[src/tc_pkg.sv]
package tc_pkg;

    // Data path widths
    localparam int word_width = 64;
    localparam int code_width = 16;
    localparam int lfsr_width = 32;
    localparam int misr_width = 32;

    // Statistics widths
    localparam int stat_width     = 32;
    localparam int coverage_width = 16;

    // Register start values
    localparam logic [lfsr_width-1:0] lfsr_reset_seed = 32'h1234_5678;
    localparam logic [misr_width-1:0] misr_clear      = '0;

    // Feedback tap masks, lfsr on bits 31 21 1 0 and misr on bits 31 27 2 1
    localparam logic [lfsr_width-1:0] lfsr_taps = 32'h8020_0003;
    localparam logic [misr_width-1:0] misr_taps = 32'h8800_0006;

    // Ratio is reported times 100
    localparam logic [stat_width-1:0] ratio_scale = 100;
    localparam logic [stat_width-1:0] ratio_high  = 400;
    localparam logic [stat_width-1:0] ratio_mid   = 200;

    // Coverage in hundredths of a percent
    localparam logic [coverage_width-1:0] coverage_high = 16'd9500;
    localparam logic [coverage_width-1:0] coverage_mid  = 16'd9000;
    localparam logic [coverage_width-1:0] coverage_low  = 16'd8500;

    // Codes 2 to 7 are reserved
    typedef enum logic [2:0] {
        mode_lfsr_reseed    = 3'd0,
        mode_misr_signature = 3'd1
    } comp_mode_t;

    typedef enum logic [1:0] {
        st_idle,
        st_compress,
        st_analyze,
        st_complete
    } session_state_t;

endpackage

[src/tc_word_if.sv]
`timescale 1ns/100ps

interface tc_word_if import tc_pkg::*; ();

    // Accepted word and its mode
    logic                  word_valid;
    logic [word_width-1:0] word;
    comp_mode_t            mode;

    // Session controls
    logic                  session_start;
    logic                  load_seed;
    logic [lfsr_width-1:0] seed;
    logic                  analyze;

    modport source (
        output word_valid, word, mode, session_start, load_seed, seed, analyze
    );

    modport compressor (
        input word_valid, word, mode, session_start, load_seed, seed
    );

    modport stats (
        input word_valid, session_start, analyze
    );

endinterface

[src/tc_pattern_compressor.sv]
`timescale 1ns/100ps

module tc_pattern_compressor
    import tc_pkg::*;
(
    input  logic                  clk,
    input  logic                  reset,
    tc_word_if.compressor         words,
    output logic [code_width-1:0] compressed_data_out,
    output logic                  compressed_valid
);

    logic [lfsr_width-1:0] lfsr;
    logic [misr_width-1:0] misr;
    logic [word_width-1:0] pattern;
    logic [misr_width-1:0] misr_next;
    logic [code_width-1:0] code_next;

    // Shift left, feedback into bit 0
    function automatic logic [lfsr_width-1:0] lfsr_step(input logic [lfsr_width-1:0] value);
        return {value[lfsr_width-2:0], ^(value & lfsr_taps)};
    endfunction

    // Bit i is bit 0 of the LFSR after i steps
    function automatic logic [word_width-1:0] lfsr_expand(input logic [lfsr_width-1:0] seed);
        logic [lfsr_width-1:0] walk;
        logic [word_width-1:0] bits;
        walk = seed;
        for (int i = 0; i < word_width; i++) begin
            bits[i] = walk[0];
            walk    = lfsr_step(walk);
        end
        return bits;
    endfunction

    assign pattern = lfsr_expand(lfsr);

    // One polynomial step, then absorb the word folded in half
    assign misr_next = {misr[misr_width-2:0], ^(misr & misr_taps)}
                     ^ words.word[word_width-1:misr_width]
                     ^ words.word[misr_width-1:0];

    always_comb begin
        if (words.mode == mode_misr_signature) begin
            code_next = misr_next[code_width-1:0];
        end else begin
            // Zero when the word matches the expected pattern
            code_next = words.word[code_width-1:0] ^ pattern[code_width-1:0];
        end
    end

    always_ff @(posedge clk or posedge reset) begin
        if (reset) begin
            lfsr             <= lfsr_reset_seed;
            misr             <= misr_clear;
            compressed_valid <= 1'b0;
        end else begin
            compressed_valid <= words.word_valid;
            if (words.session_start) begin
                misr <= misr_clear;
                if (words.load_seed) begin
                    lfsr <= words.seed;
                end
            end else if (words.word_valid) begin
                if (words.mode == mode_misr_signature) begin
                    misr <= misr_next;
                end else begin
                    lfsr <= lfsr_step(lfsr);
                end
            end
        end
    end

    always_ff @(posedge clk) begin
        if (words.word_valid) begin
            compressed_data_out <= code_next;
        end
    end

    // A session never starts on a word cycle
    a_start_without_word: assert property (@(posedge clk) disable iff (reset)
        !(words.session_start && words.word_valid));

endmodule

[src/flat_wrapper.sv]
// flat-port wrapper written by rule: the top's interface ports become plain ports
module tc_pattern_compressor_flat import tc_pkg::*;
  (clk, reset, compressed_data_out, compressed_valid, words_word_valid, words_word, words_mode, words_session_start, words_load_seed, words_seed);
  tc_word_if words_i ();
  input  logic clk;
  input  logic reset;
  output logic [code_width-1:0] compressed_data_out;
  output logic compressed_valid;
  input wire logic [$bits(words_i.word_valid)-1:0] words_word_valid;
  input wire logic [$bits(words_i.word)-1:0] words_word;
  input wire logic [$bits(words_i.mode)-1:0] words_mode;
  input wire logic [$bits(words_i.session_start)-1:0] words_session_start;
  input wire logic [$bits(words_i.load_seed)-1:0] words_load_seed;
  input wire logic [$bits(words_i.seed)-1:0] words_seed;
  assign words_i.word_valid = words_word_valid;
  assign words_i.word = words_word;
  assign words_i.mode = words_mode;
  assign words_i.session_start = words_session_start;
  assign words_i.load_seed = words_load_seed;
  assign words_i.seed = words_seed;
  tc_pattern_compressor u_core (.clk(clk), .reset(reset), .words(words_i), .compressed_data_out(compressed_data_out), .compressed_valid(compressed_valid));
endmodule
[config.mk]
export PLATFORM = sky130hd
export DESIGN_NAME = tc_pattern_compressor_flat
export DESIGN_NICKNAME = d
export VERILOG_FILES = /design/src/tc_pkg.sv /design/src/tc_word_if.sv /design/src/tc_pattern_compressor.sv /design/src/flat_wrapper.sv
export SDC_FILE = /design/constraint.sdc
export NUM_CORES = 1
export LEC_CHECK = 0
export ABC_AREA = 0
export ABC_CLOCK_PERIOD_IN_PS = 2560
export BUFFER_PORTS_ARGS = -buffer_cell sky130_fd_sc_hd__buf_2
export CAP_MARGIN = 20
export CORE_MARGIN = 4
export CORE_UTILIZATION = 25
export DETAILED_ROUTE_END_ITERATION = 12
export PLACE_DENSITY = 0.55
export SETUP_SLACK_MARGIN = 0.4
export SYNTH_ARGS = -nofsm -noshare
export SYNTH_HDL_FRONTEND = slang
export SYNTH_SLANG_ARGS = --single-unit
[constraint.sdc]
create_clock -name clk -period 2.56 [get_ports clk]
set_input_delay 0.128 -clock clk [delete_from_list [all_inputs] [get_ports clk]]
set_output_delay 0.128 -clock clk [all_outputs]
set_load 0.02 [all_outputs]
==> metrics.txt, run 1 <==
Crit. Startpoint=u_core.lfsr[20]; DRC errors left=0; critical path class=reg2reg; Slew headroom=58.6%; Synth Cell Area=4620 um^2; leading area contributor after synthesis=dfrtp_1; most common cell in the netlist=nor2_1; Avg Cell Area, Syn=10.1 um^2; Slew Limit Fails=0; IO Pins=121; Critical Path, Cell by Cell=xor3_2 -> xnor3_2 -> xnor2_4 -> buf_6 -> xor2_1 -> a21oi_1 -> xor2_1; Synth Warn #=0; CP max stage delay=0.53 ns; worst min path class=in2reg; crit path max fanout=3; ys async rst share=80.2%; max-cap viol count=0; period utilization=90.5%; layout cells sized above 1=32.4%; Layout Skew=0.00964 ns; VDD IR-drop max=0.000520 V; share of the synthesized area in the top cell type=28.2%; Tot Pwr=7.44 mW; # fillers=1,855; Pwr Density=1230 nW/um^2; clk sinks=81; clock root cell=clkbuf_16; Synth cell types=23; grt ovf=0; CTS Buf Count=9; vias in the first global route=3,519; transition time at the pin with the least slew margin=0.620 ns; Post-Syn Instances=457; Buffers on Ports=120; critical path required time=2.66 ns; largest family of logic cells by synthesized area=XOR/XNOR gates; setup violators final=0; clk slew on worst S/H paths=0.07 ns; ranking of synthesized cells by area=dfrtp_1 (28%), xnor2_1 (14%), edfxtp_1 (10%); RSZ-0062 raised after global routing=yes; Seq cells post-synth=81; final hold vios=0; worst r2r src=u_core.lfsr[20]; Worst Setup Start Kind=flip-flop; HP Start=words_word_valid; post-synthesis sequential area ratio=46.0%; Post-synth top cells=nor2_1 (103), xnor2_1 (74), a21oi_1 (71), dfrtp_1 (52), xor2_1 (49); maximum number of pins on one net before global-route repair=65; fmax=431 MHz; WHS=0.0554 ns; antenna violations before repair=0; post-synthesis mux area share=8.24%; Core ar.=18,100 um^2; number of DRC markers in iteration 0=145; Core Util, Final=33.4%; vias=3,507; post-synthesis compound-gate area fraction=8.13%; Worst Path Arrival=2.42 ns; main flop type after synthesis=dfrtp_1; Die Ht=144 um; CTS tree=yes; wire per inst=15.0 um; Synth Area in XOR/XNOR=26.6%; Starting Density=25.5%; Final ANT Viol Nets=0; min Tclk post-route=2.32 ns; H-Tree Depth=3; Die W=144 um; adder-cell share of the synthesized area=0%; number of synthesized flops with an enable pin=16; Post-Route WL=12,300 um; most used cell, CP=xor2_1; worst path buffer plus inverter count=1; Final Wtd Congestion=0.775; P&R area growth vs syn=30.7%; Clock Tree Buf Depth=2; Pleak=2.75 nW; critical path's slowest cell=dfstp_2; Critical Path End Type=flip-flop; post-synthesis simple-gate area fraction=9.21%; status=finished, final reports clean; setup_tns=0 ns; routed vias/inst=4.26; first-pass GRT wire length=18,800 um; Top delay family on crit path=XOR/XNOR gates; dpl hpwl=9370 um; # rows=49; worst-skew pair later-pin latency=0.35 ns; syn nets=561; n_diodes=0; # nets final=694; Tot GR Track Use=12.1%; DIE AREA=20,700 um^2; DR pass1 iterations=4
metal layers:
layer | track usage (%) | share of wire (%) | vias up
met5 | 0 | 0 | -
met4 | 3.82 | 1.6 | 0
met3 | 3.89 | 8.1 | 13
met2 | 18.4 | 43 | 122
met1 | 16.4 | 47 | 1601
li1 | - | - | 1771
cell type report:
type / count / area (um^2) / area share (%)
timing repair buffer: 144 / 816 / 13.5
multi-input combinational: 353 / 2510 / 41.6
clock inverter: 6 / 46.3 / 0.767
sequential: 81 / 2120 / 35.2
inverter: 1 / 3.75 / 0.0622
tap: 229 / 287 / 4.75
clock buffer: 10 / 250 / 4.15
flip-flops by register name, summed over array words and instances (netlist names):
name	flops
u_core.compressed_valid	1
u_core.misr	32
u_core.compressed_data_out	16
u_core.lfsr	32
cells in the final DEF, fill, tap and decap left out, types with 2 or more instances in the layout:
master        n
clkbuf_16    10
nor2_1      103
buf_6         2
clkinvlp_4    2
xor2_2        3
buf_2       120
edfxtp_1     16
xor2_1       46
o21ai_0       3
xnor2_2       8
inv_6         2
xnor2_1      66
dfrtp_1      51
nand2_1       5
a21oi_1      70
dfstp_2      13
mux2i_1      38
buf_12        2
buf_4        19
path summary, 6_finish.rpt:
path	to	slack (ns)	cells past startpoint
max	u_core.compressed_data_out[9]	0.24	7
min	u_core.compressed_data_out[3]	0.06	1
max reg2reg	u_core.compressed_data_out[9]	0.24	7
min reg2reg	u_core.lfsr[6]	0.50	2
max in group asynchronous	u_core.lfsr[28]	1.47	4
min in group asynchronous	u_core.lfsr[31]	0.40	3
metrics by stage:
stage | cells | area, um^2 | worst slack, ns
floorplan | 457 | 4630 | 0.319
global placement | 794 | 5540 | 0.205
detailed placement | 794 | 5540 | 0.118
CTS | 819 | 5950 | 0.270
global route | 824 | 6030 | 0.165
finish | 824 | 6030 | 0.242
what timing repair did:
item,in CTS,in global routing
buffers inserted,8,5
hold endpoints to repair,18,0
hold buffers,1,0
gates resized for setup,8,6
setup endpoints to repair,7,11
pin swaps,8,6
cells by family (layout without fill, tap and decap cells):
logic type                Yosys count  in the layout
AOI/OAI and AO/OA                  75             75
xor gates and xnor gates          129            129
buffers and inverters              23            161
DFF                                81             81
muxes                              38             38
and+or+nand+nor                   111            111
worst reg2reg max path, stage by stage, from the launching register on:
cell and delay [ns]:
dfstp_2 0.53, xor3_2 0.45, xnor3_2 0.34, xnor2_4 0.19, buf_6 0.14, xor2_1 0.15, a21oi_1 0.20, xor2_1 0.08
where the power goes:
group / internal, mW / switching, mW / total (mW)
Sequential: 1.82 / 0.173 / 1.99
Clock: 0.722 / 0.555 / 1.28
Combinational: 2.25 / 1.92 / 4.17
No activity file was read; power rests on OpenSTA's default activity.
==> inputs of run 2 (changes only) <==
==> constraint.sdc (replaced) <==
create_clock -name clk -period 2.56 [get_ports clk]
set_input_delay 0.384 -clock clk [delete_from_list [all_inputs] [get_ports clk]]
set_output_delay 0.384 -clock clk [all_outputs]
set_load 0.02 [all_outputs]
==> run 2 against run 1 <==
Sequential cell count is the same; combinational power decreased by 4%; sequential share of layout area up 0.13 points; die area is the same; cell area down 0.31%; register-to-register slack better by 0.06 ns; worst setup slack better by 0.059 ns; highest routed layer unchanged; power decreased by 0.64%; critical endpoint is now u_core.compressed_data_out[11]; sequential power about the same; clock-buffer cell count shrank 1.
==> metrics.txt, run 2 (synthesized netlist as in run 1, its figures left out) <==
sequential group share of total power=26.7% (about the same); Core ar.=18,100 um^2 (unchanged); transition time at the pin with the least slew margin=0.534 ns (was 0.620 ns); dpl hpwl=9240 um (was 9370 um); Worst Path Arrival=2.35 ns (was 2.42 ns); most frequent cells in the layout=buf_2 (120), nor2_1 (103), a21oi_1 (71) (was buf_2 (120), nor2_1 (103), a21oi_1 (70)); leading cell type in the layout, fill and taps excluded=buf_2 (unchanged); Clock Tree Buf Depth=2 (unchanged); Worst Setup Start Kind=flip-flop (unchanged); grt ovf=0 (unchanged); Final Non-Filler Cells=822 (was 824); Pleak=2.73 nW (was 2.75 nW); M1 GR Usage=16.3% (was 16.4%); n_diodes=0 (unchanged); Sw Ratio=34.8% (was 35.6%); layout cells sized above 1=31.7% (was 32.4%); clk sinks=81 (unchanged); FF-to-FF setup slack=0.30 ns (was 0.24 ns); worst min path class=in2async (was in2reg); Comb power frac=54.2% (was 56.1%); status=finished, final reports clean (unchanged); Final ANT Viol Nets=0 (unchanged); final hold vios=0 (unchanged); fmax=443 MHz (was 431 MHz); placed cells=794 (unchanged); NetSw=2.57 mW (was 2.65 mW); DRC errors left=0 (unchanged); biggest registers after layout=u_core.lfsr (32), u_core.misr (32), u_core.compressed_data_out (16) (unchanged); Slew headroom=64.1% (was 58.6%); cell-internal power=4.81 mW (was 4.79 mW); GR met2 Demand/Resource=18.4% (about the same); IO Pins=121 (unchanged); # nets final=692 (was 694); RSZ-0062 raised after global routing=yes (unchanged); min Tclk post-route=2.26 ns (was 2.32 ns); wire per inst=14.9 um (was 15.0 um); Layout Skew=0.00822 ns (was 0.00964 ns); CTS tree=yes (unchanged); Core Util, Final=33.3% (was 33.4%); antenna violations before repair=0 (unchanged); clock root cell=clkbuf_16 (unchanged); setup violators final=0 (unchanged); Slew Limit Fails=0 (unchanged); Post-Route WL=12,200 um (was 12,300 um); number of DRC markers in iteration 0=148 (was 145); Starting Density=25.5% (unchanged); critical path class=reg2reg (unchanged); routed vias/inst=4.21 (was 4.26); placed instance area=5540 um^2 (unchanged); first-pass GRT wire length=18,500 um (was 18,800 um); Pwr Density=1230 nW/um^2 (about the same); Tot Pwr=7.39 mW (was 7.44 mW); Final Wtd Congestion=0.750 (was 0.775); worst-skew pair later-pin latency=0.34 ns (was 0.35 ns); period utilization=88.3% (was 90.5%); Die Ht=144 um (unchanged); Critical Path End Type=flip-flop (unchanged); Finished Cell Area=6020 um^2 (was 6030 um^2); setup_tns=0 ns (unchanged); maximum number of pins on one net before global-route repair=65 (unchanged); met3 Usage GRT=3.69% (was 3.89%); Buffers on Ports=120 (unchanged); Die W=144 um (unchanged); vias=3,457 (was 3,507); clk slew on worst S/H paths=0.07 ns (about the same); vias in the first global route=3,474 (was 3,519); pre-CTS setup slack=0.146 ns (was 0.118 ns); Tot GR Track Use=11.8% (was 12.1%); # rows=49 (unchanged); DIE AREA=20,700 um^2 (unchanged); max-cap viol count=0 (unchanged); worst setup margin=0.301 ns (was 0.242 ns); Clock power frac=19.1% (was 17.2%); CTS Buf Count=9 (unchanged); VDD IR-drop max=0.000496 V (was 0.000520 V); H-Tree Depth=3 (unchanged); P&R area growth vs syn=30.3% (was 30.7%); critical path required time=2.65 ns (was 2.66 ns); DR pass1 iterations=4 (unchanged); crit path max fanout=4 (was 3); gr busiest metal=met2 (unchanged); WHS=0.0806 ns (was 0.0554 ns)
[run 2: cell types whose count changed in the layout (fill, tap and decap cells not counted), sizes merged]
cell	previous run	this run
bufinv	0	2
buf	143	142
clkinv	2	0
clkbuf	10	9
dlygate4sd3	1	0
inv	3	4
[run 2: layout make-up]
class	count	area, um^2
inverter	1	3.75
clock buffer	9	225
tap	229	287
clock inverter	7	98.8
multi-input combinational	353	2480
timing repair buffer	142	791
sequential	81	2130
fill	1875	12100
[run 2: critical path: stages (launching register included)]
cell and delay [ns]:
dfstp_2 0.56, xor3_2 0.30, xnor3_2 0.34, xnor2_4 0.22, xnor3_1 0.32, mux2i_1 0.18
xnor2_1 0.09
[run 2: final timing paths]
| check | start | endpoint | depth (start not counted) |
|---|---|---|---|
| worst min-delay path | reset | u_core.lfsr[13] | 2 |
| worst max-delay path | u_core.lfsr[20] | u_core.compressed_data_out[11] | 6 |
| max in group asynchronous | reset | u_core.misr[26] | 3 |
| worst min register to register | u_core.lfsr[6] | u_core.lfsr[6] | 2 |
| worst max register to register | u_core.lfsr[20] | u_core.compressed_data_out[11] | 6 |
| min in group clk | words_seed[6] | u_core.lfsr[6] | 3 |
[run 2: layer usage]
layer	wire (um)	up-vias
li1	-	1763
met1	6020	1589
met2	5360	98
met3	789	7
met4	62	0
met5	0	-
[run 2: repair_timing]
| item | 4_1_cts | 5_1_grt |
|---|---|---|
| setup endpoints to repair | 8 | 9 |
| pin swaps | 3 | 1 |
| hold buffers | 0 | 0 |
| gates resized for setup | 6 | 3 |
| setup buffers | 12 | 0 |
[run 2: power groups by stage]
stage / Clock [mW] / Combinational, mW / Sequential, mW
after floorplan: 0 / 2.62 / 2.13
after global placement: 0 / 3.52 / 1.99
after detailed placement: 0 / 3.54 / 2.00
after CTS: 1.44 / 4.02 / 1.97
after global routing: 1.51 / 4.38 / 2.01
final: 1.41 / 4.00 / 1.97
